### src/design/inst_decoder_params.svh
/*
  widths and fixed indices for the instruction decoder
  include wherever an instruction or register index width is needed
*/
`ifndef INST_DECODER_PARAMS_SVH
`define INST_DECODER_PARAMS_SVH

// instruction word width
`define INST_BITS 16

// register index width
// upper half of the index space is special registers
`define REG_IDX_BITS 4

// stack pointer index, sized to REG_IDX_BITS
`define REG_INDEX_SP 4'd7

// branch condition code that turns a branch into a call
`define CC_CALL 4'd15

`endif

### src/design/inst_decoder_pkg.sv
/*
  types shared by the decode stages: enums and the packed micro-op
*/
`include "inst_decoder_params.svh"

package inst_decoder_pkg;

	// instruction class
	typedef enum logic [1:0] {cls_alu, cls_mov, cls_swap, cls_shift} cls_e;

	// alu op, numbered to match the aaa field
	typedef enum logic [2:0] {
		op_add, op_sub, op_adc, op_sbc, op_and, op_or, op_xor, op_mov
	} op_e;

	// operand-2 source
	typedef enum logic [2:0] {
		src_reg, src_imm2, src_imm6, src_imm8, src_imm16, src_mem
	} src_e;

	typedef enum logic [1:0] {dest_reg, dest_mem, dest_pc, dest_imm8} dest_e;

	// offset added to the address base register
	typedef enum logic [2:0] {
		asrc_none, asrc_reg, asrc_imm2, asrc_imm7, asrc_imm16
	} addr_src_e;

	typedef enum logic [2:0] {sh_ror, sh_rol, sh_shl, sh_shr, sh_sar} shift_e;

	// one execution step
	typedef struct packed {
		op_e op;
		dest_e dest;
		src_e src;
		logic [`REG_IDX_BITS-1:0] reg_dest;
		logic [`REG_IDX_BITS-1:0] reg_src;
		logic wide;
		logic wide2;
		logic src_sext;
		addr_src_e addr_src;
		logic [`REG_IDX_BITS-1:0] addr_reg;
		logic autoinc;
		// 1 = decrement
		logic autoinc_neg;
		logic src1_pc;
		logic update_dest;
		logic upd_carry;
		logic upd_flags;
		logic use_cc;
		logic [3:0] cc;
		shift_e shift;
		// pc offset in words for a pushed return address
		logic [1:0] imm_words;
	} uop_t;

endpackage

### src/design/inst_fields_if.sv
/*
  class-decode results passed to the operand decoder
  class decode drives the producer side, operand decode reads the consumer side
*/
`timescale 1ns/10ps

interface inst_fields_if;
	inst_decoder_pkg::cls_e cls;
	logic wide;
	// first operand register, r8 or r16 index
	logic [2:0] r;
	inst_decoder_pkg::op_e binop;
	inst_decoder_pkg::shift_e shift;
	logic use_zp;
	logic use_imm8;
	logic branch;
	logic jump;
	logic cmptest;
	logic effective_d;
	logic need_pre_stage;
	logic [2:0] mdz;
	logic [5:0] imm6;
	// branch condition
	logic [3:0] cc;

	modport producer (
		output cls, wide, r, binop, shift, use_zp, use_imm8, branch, jump,
		output cmptest, effective_d, need_pre_stage, mdz, imm6, cc
	);

	modport consumer (
		input cls, wide, r, binop, shift, use_zp, use_imm8, branch, jump,
		input cmptest, effective_d, need_pre_stage, mdz, imm6, cc
	);
endinterface

### src/design/inst_class_decode.sv
/*
  first decode stage: splits the instruction word into class, width, operand
  register and per-class flags; purely combinational
*/
`timescale 1ns/10ps
`include "inst_decoder_params.svh"

module inst_class_decode (
	input logic [`INST_BITS-1:0] inst,
	input logic pre_stage,
	inst_fields_if.producer fields
);
	logic b8;
	logic e;
	logic m;
	logic d;
	logic z;
	logic [2:0] aaa;
	logic [1:0] rr;
	logic [5:0] imm6;
	logic [2:0] mdz;
	logic [3:0] cccc;

	// two top bits pick the kind, low bit splits ror/rol
	function automatic inst_decoder_pkg::shift_e shift_kind(input logic [2:0] s);
		case (s[2:1])
			2'b10: return inst_decoder_pkg::sh_shr;
			2'b01: return inst_decoder_pkg::sh_sar;
			2'b11: return inst_decoder_pkg::sh_shl;
			default: return s[0] ? inst_decoder_pkg::sh_rol : inst_decoder_pkg::sh_ror;
		endcase
	endfunction

	// b8 e aaa m rr d z iiiiii from the top bit down
	assign {b8, e, aaa, m, rr, d, z, imm6} = inst;
	assign mdz = {m, d, z};
	// branch form reuses aaa[0], m and rr as the condition
	assign cccc = inst[11:8];

	assign fields.mdz = mdz;
	assign fields.imm6 = imm6;
	assign fields.cc = cccc;
	assign fields.binop = inst_decoder_pkg::op_e'(aaa);

	always_comb begin
		fields.cls = inst_decoder_pkg::cls_mov;
		fields.wide = 1'b0;
		fields.r = 3'd0;
		fields.shift = shift_kind(aaa);
		fields.use_zp = !m;
		fields.use_imm8 = 1'b0;
		fields.branch = 1'b0;
		fields.jump = 1'b0;
		fields.cmptest = 1'b0;
		fields.effective_d = d;
		fields.need_pre_stage = 1'b0;

		if (b8 || e) begin
			// alu binop or shift, r8 when b8 set
			fields.wide = !b8;
			fields.r = {rr, e & b8};
			fields.cmptest = (aaa == 3'b111);
			if (mdz == 3'b111) begin
				fields.cls = inst_decoder_pkg::cls_shift;
				fields.effective_d = 1'b0;
			end else begin
				fields.cls = inst_decoder_pkg::cls_alu;
			end
			// cmp and test never write through d
			if (aaa == 3'b111)
				fields.effective_d = 1'b0;
		end else if (aaa[2] || aaa[1]) begin
			// move group, r16 when aaa[2] clear
			fields.wide = !aaa[2];
			fields.r = {rr, aaa[1] & aaa[2]};
			// low imm6 bits are the count here
			fields.shift = shift_kind({imm6[5:4], 1'b0});
			if (!aaa[0]) begin
				if (m) begin
					// mov r, imm8
					fields.use_imm8 = 1'b1;
					fields.effective_d = 1'b0;
				end
				if ({m, d} == 2'b00 && rr == 2'b00) begin
					// jump, emitted once the push is out
					fields.jump = !pre_stage;
					if (!fields.wide) begin
						// jump src, z turns it into call src
						fields.wide = 1'b1;
						fields.use_zp = 1'b0;
						fields.need_pre_stage = z;
					end
				end
				if ({m, d} == 2'b01)
					fields.cls = inst_decoder_pkg::cls_swap;
			end else begin
				if (mdz == 3'b101)
					fields.cls = inst_decoder_pkg::cls_shift;
				else if (mdz == 3'b111)
					fields.cls = inst_decoder_pkg::cls_swap;
			end
		end else begin
			// conditional branch, pc plus imm8
			fields.wide = 1'b1;
			fields.branch = 1'b1;
			fields.use_imm8 = 1'b1;
			fields.effective_d = 1'b0;
			fields.need_pre_stage = (cccc == `CC_CALL);
		end
	end
endmodule

### src/design/inst_decoder.sv
/*
  instruction decoder top level: class decode, operand decode, sequencer
  the registered micro-op leaves on one plain port per field
*/
`timescale 1ns/10ps
`include "inst_decoder_params.svh"

module inst_decoder (
	input logic clk,
	input logic rst,
	input logic inst_valid,
	input logic [`INST_BITS-1:0] inst,
	output logic inst_done,
	output logic uop_valid,
	input logic uop_ready,
	output inst_decoder_pkg::op_e uop_op,
	output inst_decoder_pkg::dest_e uop_dest,
	output inst_decoder_pkg::src_e uop_src,
	output logic [`REG_IDX_BITS-1:0] uop_reg_dest,
	output logic [`REG_IDX_BITS-1:0] uop_reg_src,
	output logic uop_wide,
	output logic uop_wide2,
	output logic uop_src_sext,
	output inst_decoder_pkg::addr_src_e uop_addr_src,
	output logic [`REG_IDX_BITS-1:0] uop_addr_reg,
	output logic uop_autoinc,
	output logic uop_autoinc_neg,
	output logic uop_src1_pc,
	output logic uop_update_dest,
	output logic uop_upd_carry,
	output logic uop_upd_flags,
	output logic uop_use_cc,
	output logic [3:0] uop_cc,
	output inst_decoder_pkg::shift_e uop_shift,
	output logic [1:0] uop_imm_words
);
	inst_decoder_pkg::uop_t uop_next;
	inst_decoder_pkg::uop_t uop_q;
	logic pre_stage;

	inst_fields_if fields ();

	inst_class_decode u_class (
		.inst(inst),
		.pre_stage(pre_stage),
		.fields(fields.producer)
	);

	operand_decode u_operand (
		.fields(fields.consumer),
		.pre_stage(pre_stage),
		.uop(uop_next)
	);

	uop_sequencer u_seq (
		.clk(clk),
		.rst(rst),
		.inst_valid(inst_valid),
		.need_pre_stage(fields.need_pre_stage),
		.uop_next(uop_next),
		.pre_stage(pre_stage),
		.inst_done(inst_done),
		.uop_valid(uop_valid),
		.uop_ready(uop_ready),
		.uop(uop_q)
	);

	// flatten the registered micro-op
	assign uop_op = uop_q.op;
	assign uop_dest = uop_q.dest;
	assign uop_src = uop_q.src;
	assign uop_reg_dest = uop_q.reg_dest;
	assign uop_reg_src = uop_q.reg_src;
	assign uop_wide = uop_q.wide;
	assign uop_wide2 = uop_q.wide2;
	assign uop_src_sext = uop_q.src_sext;
	assign uop_addr_src = uop_q.addr_src;
	assign uop_addr_reg = uop_q.addr_reg;
	assign uop_autoinc = uop_q.autoinc;
	assign uop_autoinc_neg = uop_q.autoinc_neg;
	assign uop_src1_pc = uop_q.src1_pc;
	assign uop_update_dest = uop_q.update_dest;
	assign uop_upd_carry = uop_q.upd_carry;
	assign uop_upd_flags = uop_q.upd_flags;
	assign uop_use_cc = uop_q.use_cc;
	assign uop_cc = uop_q.cc;
	assign uop_shift = uop_q.shift;
	assign uop_imm_words = uop_q.imm_words;
endmodule

### src/design/operand_decode.sv
/*
  second decode stage for the operand-2 addressing mode and derived control,
  assembled into one combinational micro-op for the current stage
*/
`timescale 1ns/10ps
`include "inst_decoder_params.svh"

module operand_decode (
	inst_fields_if.consumer fields,
	input logic pre_stage,
	output inst_decoder_pkg::uop_t uop
);
	logic [5:0] imm6;
	logic d;
	logic [`REG_IDX_BITS-1:0] reg1;
	logic [`REG_IDX_BITS-1:0] reg2;
	logic [`REG_IDX_BITS-1:0] addr_reg;
	inst_decoder_pkg::src_e src;
	inst_decoder_pkg::addr_src_e addr_src;
	logic wide2;
	logic src_sext;
	logic autoinc;
	logic autoinc_neg;
	logic long_inst;
	logic special_reg2;
	logic swap_regs;
	logic cmp;
	logic test;
	logic use_rol;

	// zero-extend a 3-bit register field
	function automatic logic [`REG_IDX_BITS-1:0] reg_of(input logic [2:0] idx);
		return {{(`REG_IDX_BITS-3){1'b0}}, idx};
	endfunction

	assign imm6 = fields.imm6;
	assign d = fields.mdz[1];
	assign reg1 = reg_of(fields.r);

	// operand-2 table, first match wins
	always_comb begin
		src = inst_decoder_pkg::src_reg;
		addr_src = inst_decoder_pkg::asrc_none;
		addr_reg = '0;
		wide2 = fields.wide;
		src_sext = 1'b0;
		autoinc = 1'b0;
		autoinc_neg = 1'b0;
		reg2 = reg_of(imm6[2:0]);

		if (pre_stage) begin
			// push pc+n as [--sp] <- pc + imm2
			src = inst_decoder_pkg::src_imm2;
			addr_src = inst_decoder_pkg::asrc_imm2;
			addr_reg = `REG_INDEX_SP;
			autoinc = 1'b1;
			autoinc_neg = 1'b1;
		end else if (fields.use_imm8) begin
			src = inst_decoder_pkg::src_imm8;
			wide2 = 1'b0;
			src_sext = 1'b1;
		end else if (fields.use_zp) begin
			// zero page
			src = inst_decoder_pkg::src_mem;
			addr_src = inst_decoder_pkg::asrc_imm7;
		end else if (fields.mdz == 3'b101) begin
			src = inst_decoder_pkg::src_imm6;
			wide2 = 1'b0;
			src_sext = 1'b1;
		end else if (imm6[5]) begin
			// 1RRrrr [r16 + r8]
			src = inst_decoder_pkg::src_mem;
			addr_reg = reg_of({imm6[4:3], 1'b0});
			// offset inside the base pair means auto inc/dec
			autoinc = (imm6[4:3] == imm6[2:1]);
			autoinc_neg = autoinc && imm6[0];
			if (autoinc)
				addr_src = inst_decoder_pkg::asrc_imm2;
			else
				addr_src = inst_decoder_pkg::asrc_reg;
		end else if (imm6[4]) begin
			// 01RRii [r16 + imm2]
			src = inst_decoder_pkg::src_mem;
			addr_reg = reg_of({imm6[3:2], 1'b0});
			addr_src = inst_decoder_pkg::asrc_imm2;
		end else if (imm6[3] || !imm6[0]) begin
			// 001rrr r8, 000rr0 r16; d picks sext/zext
			wide2 = !imm6[3];
			src_sext = !d;
		end else begin
			// 000xy1
			case (imm6[2:1])
				2'b00: src = inst_decoder_pkg::src_imm16;
				2'b01: begin
					src = inst_decoder_pkg::src_mem;
					addr_src = inst_decoder_pkg::asrc_imm16;
				end
				2'b10: begin
					// push/pop, or plain [sp] for read-modify-write
					src = inst_decoder_pkg::src_mem;
					addr_src = inst_decoder_pkg::asrc_imm2;
					addr_reg = `REG_INDEX_SP;
					autoinc = (fields.cls == inst_decoder_pkg::cls_mov) || !fields.effective_d;
					autoinc_neg = fields.effective_d && autoinc;
				end
				default: reg2 = `REG_INDEX_SP;
			endcase
		end
		// shifts keep the operand width
		if (fields.cls == inst_decoder_pkg::cls_shift)
			wide2 = fields.wide;
	end

	// imm16 or [imm16] words are still unread when pc+n is pushed
	assign long_inst = !fields.branch && (imm6[5:2] == 4'b0000) && imm6[0];
	// sp tops the low half, so r8 index 7 aliases it
	assign special_reg2 = (src == inst_decoder_pkg::src_reg) && (reg2 == `REG_INDEX_SP);
	assign swap_regs = special_reg2 && fields.effective_d &&
		(fields.cls != inst_decoder_pkg::cls_shift);
	assign cmp = fields.cmptest && !d;
	assign test = fields.cmptest && d;
	// rol and shl run as subtract from zero
	assign use_rol = (fields.cls == inst_decoder_pkg::cls_shift) &&
		(fields.shift == inst_decoder_pkg::sh_rol || fields.shift == inst_decoder_pkg::sh_shl);

	always_comb begin
		uop.src1_pc = fields.branch || pre_stage;
		if (uop.src1_pc)
			uop.op = inst_decoder_pkg::op_add;
		else if (use_rol || cmp)
			uop.op = inst_decoder_pkg::op_sub;
		else if (test)
			uop.op = inst_decoder_pkg::op_and;
		else if (fields.cls == inst_decoder_pkg::cls_alu)
			uop.op = fields.binop;
		else
			uop.op = inst_decoder_pkg::op_mov;

		if ((fields.jump || fields.branch) && !pre_stage)
			uop.dest = inst_decoder_pkg::dest_pc;
		else if (fields.cls == inst_decoder_pkg::cls_shift)
			uop.dest = inst_decoder_pkg::dest_imm8;
		else if (pre_stage || (fields.effective_d && src == inst_decoder_pkg::src_mem))
			uop.dest = inst_decoder_pkg::dest_mem;
		else
			uop.dest = inst_decoder_pkg::dest_reg;

		uop.src = src;
		uop.reg_dest = swap_regs ? reg2 : reg1;
		uop.reg_src = swap_regs ? reg1 : reg2;
		uop.wide = fields.wide;
		uop.wide2 = wide2;
		uop.src_sext = src_sext;
		uop.addr_src = addr_src;
		uop.addr_reg = addr_reg;
		uop.autoinc = autoinc;
		uop.autoinc_neg = autoinc_neg;
		// cmp and test only set flags
		uop.update_dest = !fields.cmptest;
		uop.upd_flags = (fields.cls == inst_decoder_pkg::cls_alu);
		uop.upd_carry = (fields.cls == inst_decoder_pkg::cls_alu) &&
			(cmp || fields.binop < inst_decoder_pkg::op_and);
		uop.use_cc = fields.branch;
		uop.cc = fields.cc;
		uop.shift = fields.shift;
		if (pre_stage)
			uop.imm_words = long_inst ? 2'd2 : 2'd1;
		else
			uop.imm_words = 2'd0;

		// a memory write always carries an address from the operand table
		a_mem_dest: assert (uop.dest != inst_decoder_pkg::dest_mem ||
			addr_src != inst_decoder_pkg::asrc_none);
	end
endmodule

### src/design/uop_sequencer.sv
/*
  stage progression and the output micro-op register
  a call loads its push first, then its jump; ready low holds the register
*/
`timescale 1ns/10ps

module uop_sequencer (
	input logic clk,
	input logic rst,
	input logic inst_valid,
	input logic need_pre_stage,
	input inst_decoder_pkg::uop_t uop_next,
	output logic pre_stage,
	output logic inst_done,
	output logic uop_valid,
	input logic uop_ready,
	output inst_decoder_pkg::uop_t uop
);
	// set once the push of a call is loaded
	logic stage;
	logic load;

	assign pre_stage = need_pre_stage && !stage;
	// room when empty or drained on this edge
	assign load = inst_valid && (!uop_valid || uop_ready);
	// last micro-op of the instruction goes in
	assign inst_done = load && !pre_stage;

	always_ff @(posedge clk) begin
		if (rst) begin
			stage <= 1'b0;
			uop_valid <= 1'b0;
		end else begin
			if (load) begin
				// advance after the push, clear after the last step
				stage <= pre_stage;
				uop_valid <= 1'b1;
			end else if (uop_ready) begin
				uop_valid <= 1'b0;
			end
		end
	end

	// micro-op payload register
	always_ff @(posedge clk) begin
		if (load)
			uop <= uop_next;
	end

	// held micro-op stays put until taken
	a_hold: assert property (@(posedge clk) disable iff (rst)
		uop_valid && !uop_ready |=> uop_valid && $stable(uop));

	// jump step of a call only runs while that call is still presented
	a_stage: assert property (@(posedge clk) disable iff (rst)
		stage |-> inst_valid && need_pre_stage);
endmodule

### config.mk
export PLATFORM = sky130hd
export DESIGN_NAME = inst_decoder
export DESIGN_NICKNAME = d
export VERILOG_FILES = /design/src/design/inst_decoder_pkg.sv /design/src/design/inst_fields_if.sv /design/src/design/inst_class_decode.sv /design/src/design/inst_decoder.sv /design/src/design/operand_decode.sv /design/src/design/uop_sequencer.sv
export VERILOG_INCLUDE_DIRS = /design/src /design/src/design
export SDC_FILE = /design/constraint.sdc
export NUM_CORES = 1
export LEC_CHECK = 0
export BUFFER_PORTS_ARGS = -buffer_cell sky130_fd_sc_hd__buf_2
export CAP_MARGIN = 20
export CORE_UTILIZATION = 52
export DETAILED_ROUTE_END_ITERATION = 16
export PLACE_DENSITY = 0.88
export SYNTH_ARGS = -nofsm -noshare
export SYNTH_HDL_FRONTEND = slang
export SYNTH_SLANG_ARGS = --single-unit
### constraint.sdc
create_clock -name clk -period 2.14 [get_ports clk]
set_input_delay 0 -clock clk [delete_from_list [all_inputs] [get_ports clk]]
set_output_delay 0 -clock clk [all_outputs]
set_load 0.01 [all_outputs]
==> summary.txt, run 1 <==
Status
  • Status: finished clean

Worst setup path
  • Startpoint Class: primary input
  • WP buf/inv: 1
  • Max incr delay on CP: 0.38 ns
  • Slowest cell on crit path: nor4_4
  • R2R Setup Slk: 0.61 ns
  • Crit path DAT: about 1.9 ns
  • WS Path Type: in2reg
  • Cell Chain, Critical Path: dlymetal6s4s_1 -> nor4_4 -> a31oi_4 -> or3_4 -> nor3_4 -> mux2i_2 -> o21ai_1
  • Worst Setup End Kind: flip-flop
  • Critical Path Fanout Max: 4
  • Worst Path Required: 2.17 ns
  • Top delay family on crit path: simple AND/OR/NAND/NOR gates

Routing
  • Post-DRT Antenna Nets: 0
  • Drt initial violations: 247
  • Final wirelength: around 5.2 mm
  • Drt drc: 0
  • Iteration count of the initial detailed-routing pass: 7
  • Detailed-route via count: 1,874
  • Post-DR vias/cell: approximately 5.7
  • Routed wire length per instance: 15.92 um

Yosys
  • Synth top area share: 52.32%
  • Most common cell in the netlist: edfxtp_1
  • Simple-Gate Fraction of Synth Area: 18.05%
  • Compound-Gate Fraction of Synth Area: 16.77%
  • Adder-cell share of the synthesized area: 3.913%
  • Main combinational cell family by area after synthesis: simple AND/OR/NAND/NOR gates
  • Synth area leaders: edfxtp_1 (52%), ha_1 (3.9%), nor2_1 (3.9%), nand2_1 (3.0%), a21oi_1 (2.9%)
  • Synth Flop Type: edfxtp_1
  • Xor/xnor share of the synthesized area: 0.3913%
  • Cell Area, Synth: 2238 um^2
  • Yosys reg bits: 41
  • Synthesized area per cell: ~11 um^2
  • Synth cell types: 54
  • Share of flip-flops with an asynchronous set or reset: 0%
  • Post-synth EDFFs: 39
  • Ys Warns: 0
  • Post-Synthesis Cells: 205
  • Cell taking the most area after synthesis: edfxtp_1
  • Synth cell count leaders: edfxtp_1 (39), nor2_1 (23), nand2_1 (18)
  • Sequential fraction of the synthesis area: 54.11%
  • Multiplexer share of the synthesized area: less than 1%

Global routing
  • Gr ovfl total: 0
  • Largest net degree at the start of global routing: 25
  • GRT Util Overall: 24.22%
  • First-pass GRT wire length: between 8 and 9 mm
  • Initial antenna violation count: 0
  • Vias in the first global route: 1,652

Timing
  • Setup violators final: 0
  • Slew margin rel.: around two thirds
  • Final setup skew: 0.01021 ns
  • Crit share post-route: a little under nine tenths
  • Fin Hold WS: 0.04964 ns
  • Worst-margin pin slew: 0.4919 ns
  • RSZ-0062 raised after global routing: false
  • Final worst slack: about 0.31 ns
  • FMAX: roughly 550 MHz
  • Setup TNS: 0 ns
  • Final Hold Fails: 0
  • Tmin final: 1.826 ns
  • Max-slew violations: 0

Placement
  • Cell area after placement: around 2600 um^2
  • Port buffer count: 60
  • Post-place setup slack: about 0.23 ns
  • GPL Wtd Cong: 0.8831
  • DP Wirelength: between 3 and 4 mm

Pwr
  • Max IR drop VDD: 0.3033 mV
  • Overall power: between 1.5 and 2 mW
  • Sw Ratio: 27.29%
  • Power Internal: 1.290 mW
  • Comb power frac: 18.2%
  • Reg power frac: 53.7%
  • Pwr/cell area: ~640 nW/um^2
  • Clock share of power: 28.1%
  • Net Sw Power: 0.4843 mW
  • Leakage: 1.179 nW

Clock network
  • Clk pin slew, worst setup/hold paths: 0.09 ns
  • CTS root buffer: clkbuf_8
  • Clock Tree Buf Depth: 2
  • CTS Sinks: between 40 and 50
  • CTS tree: yes
  • CTS Buf Count: 5
  • H-tree levels: 2
  • Clk Latency, worst-skew pair: ~0.29 ns
  • Postcts setup bufs: 0

Die
  • I/O pin count: 64
  • Core ar.: 4058 um^2
  • Initial core utilization: 55.16%
  • Die area: about 4600 um^2
  • Num rows: 23
  • Die Ht: 67.61 um
  • Die width: 67.61 um

Finish
  • Final #Nets: 302
  • Ant diodes: 0
  • Finished layout cell area: between 2000 and 3000 um^2
  • Share of cells above drive strength 1: between 30% and 40%
  • Layout overhead on the synthesized area: 23.14%

Flow run
  • Max-cap violations: 0

Worst hold path
  • Hold/Removal Path Class: in2reg
-- through the flow --
| step | util, % | std cells |
|---|---|---|
| 6_report | 67.93 | 326 |
| 5_1_grt | 67.93 | 326 |
| 4_1_cts | 67.41 | 327 |
| 3_5_place_dp | 64.05 | 314 |
| 3_3_place_gp | 64.05 | 314 |
| 2_1_floorplan | - | 207 |
-- final cells by class --
type	count	area, um^2
fill	291	1301
sequential	41	1211
multi-input combinational	141	932.1
timing repair buffer	73	415.4
clock buffer	5	68.82
tap	50	62.56
inverter	13	48.80
clock inverter	3	17.52
-- placed cells by master, fill, tap and decap left out, types with 3 or more instances in the layout --
master         count
or2_2              3
nand2_1           18
a31oi_1            5
conb_1             3
o21ai_1            4
nor2_1            23
clkbuf_8           5
nor3_1             4
dlygate4sd3_1      4
inv_1             13
a21o_1             3
buf_4              9
buf_2             59
a22oi_1            3
nand2b_1           3
ha_1               7
edfxtp_1          39
o21ai_0            9
a21oi_1           12
-- worst paths after layout --
path | from | cells past startpoint | to
max | inst[8] | 7 | u_seq.uop[30]$_DFFE_PP_
min | inst[10] | 1 | u_seq.uop[7]$_DFFE_PP_
max reg2reg | u_seq.stage$_SDFFE_PP0P_ | 5 | u_seq.uop[30]$_DFFE_PP_
min reg2reg | u_seq.stage$_SDFFE_PP0P_ | 2 | u_seq.stage$_SDFFE_PP0P_
-- power by group through the flow --
| stage | combinational (mW) | clock [mW] | sequential, mW |
|---|---|---|---|
| floorplan | 0.153 | 0 | 1.00 |
| global placement | 0.300 | 0 | 0.969 |
| detailed placement | 0.305 | 0 | 0.971 |
| CTS | 0.313 | 0.499 | 0.954 |
| global route | 0.353 | 0.531 | 0.959 |
| finish | 0.323 | 0.499 | 0.953 |
-- cell families after synthesis --
logic type / count (synthesis)
fa+ha+maj: 7
compound gates: 55
xor+xnor: 1
buf+inv: 25
simple gates: 73
mux: 2
flops: 41
other cells: 1
-- registers in the layout, indices dropped and copies added (netlist names) --
| name | cells |
|---|---|
| u_seq.uop | 39 |
| u_seq.stage | 1 |
| u_seq.uop_valid | 1 |
-- what timing repair did --
| action | in CTS | in global routing |
|---|---|---|
| hold buffers | 5 | 0 |
| hold endpoints to repair | 4 | 0 |
| gates resized for setup | 0 | 7 |
| endpoints found under the setup margin | 0 | 6 |
-- worst register-to-register path: cells and delay by family, from the launching register on --
family	cells	cell delay, ns
flip-flops	1	0.32
AND/OR/NAND/NOR	3	0.67
AO/OA/AOI/OAI	2	0.38
-- metal layers --
layer  routed length, um  up-vias  GRT usage (%)
met5                   0        -              0
met2                2471      115          38.12
li1                    -      891              -
met1                2179      855          33.73
met4                 116        0          9.309
met3                 423       13          3.041
No activity file was read; power rests on OpenSTA's default activity.
==> inputs of run 2 (changes only) <==
Clock period 2.14 ns to 1.8 ns, I/O delays scaled along.
==> run 2 against run 1 <==
- critical path type unchanged
- final cell count grew 2.1%
- cell area up 2.0%
- core utilization up 1.3 points
- power grew 26%
- die area is the same
- flip-flop and latch count stayed put
- clock power rose by 44%
- clock skew fell by 0.0052 ns
- wire length up 5.1%
==> summary.txt, run 2 (same netlist as run 1, synthesis figures left out) <==
Clock network
  • CTS root buffer: clkbuf_8
  • Clk pin slew, worst setup/hold paths: 0.08 ns
  • Clk Latency, worst-skew pair: ~0.30 ns
  • H-tree levels: 2
  • CTS Sinks: 41
  • CTS Buf Count: 5
  • Post_cts resized: 0
  • Clock Tree Buf Depth: 2
  • CTS tree: yes

Global routing
  • Initial antenna violation count: 0
  • Met3 Use GR: under 10%
  • Vias in the first global route: about 1,800
  • Global-route met2 utilization: 41.83%
  • Largest net degree at the start of global routing: 41
  • Gr ovfl total: 0
  • First-pass GRT wire length: 8.528 mm
  • GR Layer Usage met1: around a third
  • Top Usage Layer GRT: met2
  • GRT Util Overall: 25.73%

Timing
  • Setup violators final: 0
  • Tmin final: about 1.6 ns
  • Crit share post-route: 88.36%
  • Final setup skew: between 0.005 and 0.006 ns
  • Max-slew violations: 0
  • FMAX: 628.7 MHz
  • Fin Hold WS: about 0.027 ns
  • Final Hold Fails: 0
  • RSZ-0062 raised after global routing: false

Pwr
  • Max IR drop VDD: 0.4556 mV
  • Leakage: 1.220 nW
  • Pwr/cell area: 798.3 nW/um^2
  • Overall power: 2.244 mW

Worst hold path
  • Hold/Removal Path Class: in2reg
  • Cell depth of the worst min-delay path: 4

Worst setup path
  • Startpoint Class: primary input
  • Worst Setup End Kind: flip-flop
  • Worst Path Required: 1.84 ns
  • Crit path DAT: 1.63 ns
  • Critical Path Fanout Max: 4
  • WS Path Type: in2reg
  • Worst Reg-to-Reg Cells: 5

Die
  • Initial core utilization: 55.16%
  • I/O pin count: 64
  • Die area: around 4600 um^2
  • Num rows: 23
  • Die width: approximately 68 um
  • Die Ht: 67.61 um
  • Core ar.: 4058 um^2

Routing
  • Final wirelength: 5.456 mm
  • Detailed-route via count: 1,975
  • Iteration count of the initial detailed-routing pass: 5
  • Routed wire length per instance: roughly 16 um
  • Drt drc: 0
  • Post-DRT Antenna Nets: 0
  • Drt initial violations: 169
  • Post-DR vias/cell: 5.931

Finish
  • Multi-input logic area: 908.4 um^2
  • Final cell count without fillers: 333
  • FILL cells: 307
  • Max reg flops: 39
  • Reg area: 1211 um^2
  • Largest register by flop count: u_seq.uop
  • Most common cell after layout, fill and taps aside: buf_2
  • Share of cells above drive strength 1: 34.63%
  • Final #Nets: 310
  • Ant diodes: 0
  • Top Registers: u_seq.uop (39), u_seq.stage (1), u_seq.uop_valid (1)
  • Commonest non-fill, non-tap cells in the layout: buf_2 (60), edfxtp_1 (39), nor2_1 (23)
  • Layout overhead on the synthesized area: 25.55%

Placement
  • Port buffer count: 60
  • DP Wirelength: between 3 and 4 mm
  • GPL Wtd Cong: about 0.94
  • Placed insts: 324

Status
  • Status: finished clean

Flow run
  • Max-cap violations: 0
-- run 2: worst paths after layout --
check | startpoint | endpoint | slack [ns]
setup / recovery | inst[8] | u_seq.uop[30]$_DFFE_PP_ | 0.21
hold / removal | inst_valid | u_seq.stage$_SDFFE_PP0P_ | 0.03
setup reg to reg | u_seq.stage$_SDFFE_PP0P_ | u_seq.uop[30]$_DFFE_PP_ | 0.21
hold reg to reg | u_seq.stage$_SDFFE_PP0P_ | u_seq.stage$_SDFFE_PP0P_ | 0.47
-- run 2: worst max-delay path: stages --
cell and delay (ns):
buf_2 0.12, nor4_4 0.35, a31oi_4 0.13, or3_4 0.35, nor3_2 0.18, mux2i_1 0.37, o21ai_1 0.13
-- run 2: metal layers --
metal  vias up  part of all wire (%)  routed length [um]
li1        905                     -                   -
met1       935                    41                2226
met2       114                    48                2634
met3        21                   7.7                 421
met4         0                   3.2                 174
met5         -                     0                   0
-- run 2: final cells by class --
type,instances,share of cell area [%]
Clock buffer,5,2.449
Clock inverter,2,1.247
Inverter,13,1.736
Multi-Input combinational cell,141,32.32
Sequential cell,41,43.10
Tap cell,50,2.226
Timing Repair Buffer,81,16.92
-- run 2: what timing repair did --
item                      in CTS  in global routing
hold buffers                   2                  0
buffers inserted               0                  0
hold endpoints to repair       2                  0
-- run 2: where the power goes --
part	internal (mW)	switching [mW]
registers	1.12	0.0140
logic	0.154	0.238
clock network	0.403	0.316
total	1.68	0.568
-- run 2: per-stage QoR --
step	worst slack, ns	utilization (%)	instance area [um^2]	TNS, ns
floorplan	0.04161	-	2246	0
global placement	-0.04155	66.20	2686	-0.1354
detailed placement	-0.08702	66.20	2686	-0.3359
CTS	0.2132	69.26	2810	0
global route	0.1144	69.26	2810	0
finish	0.2095	69.26	2810	0
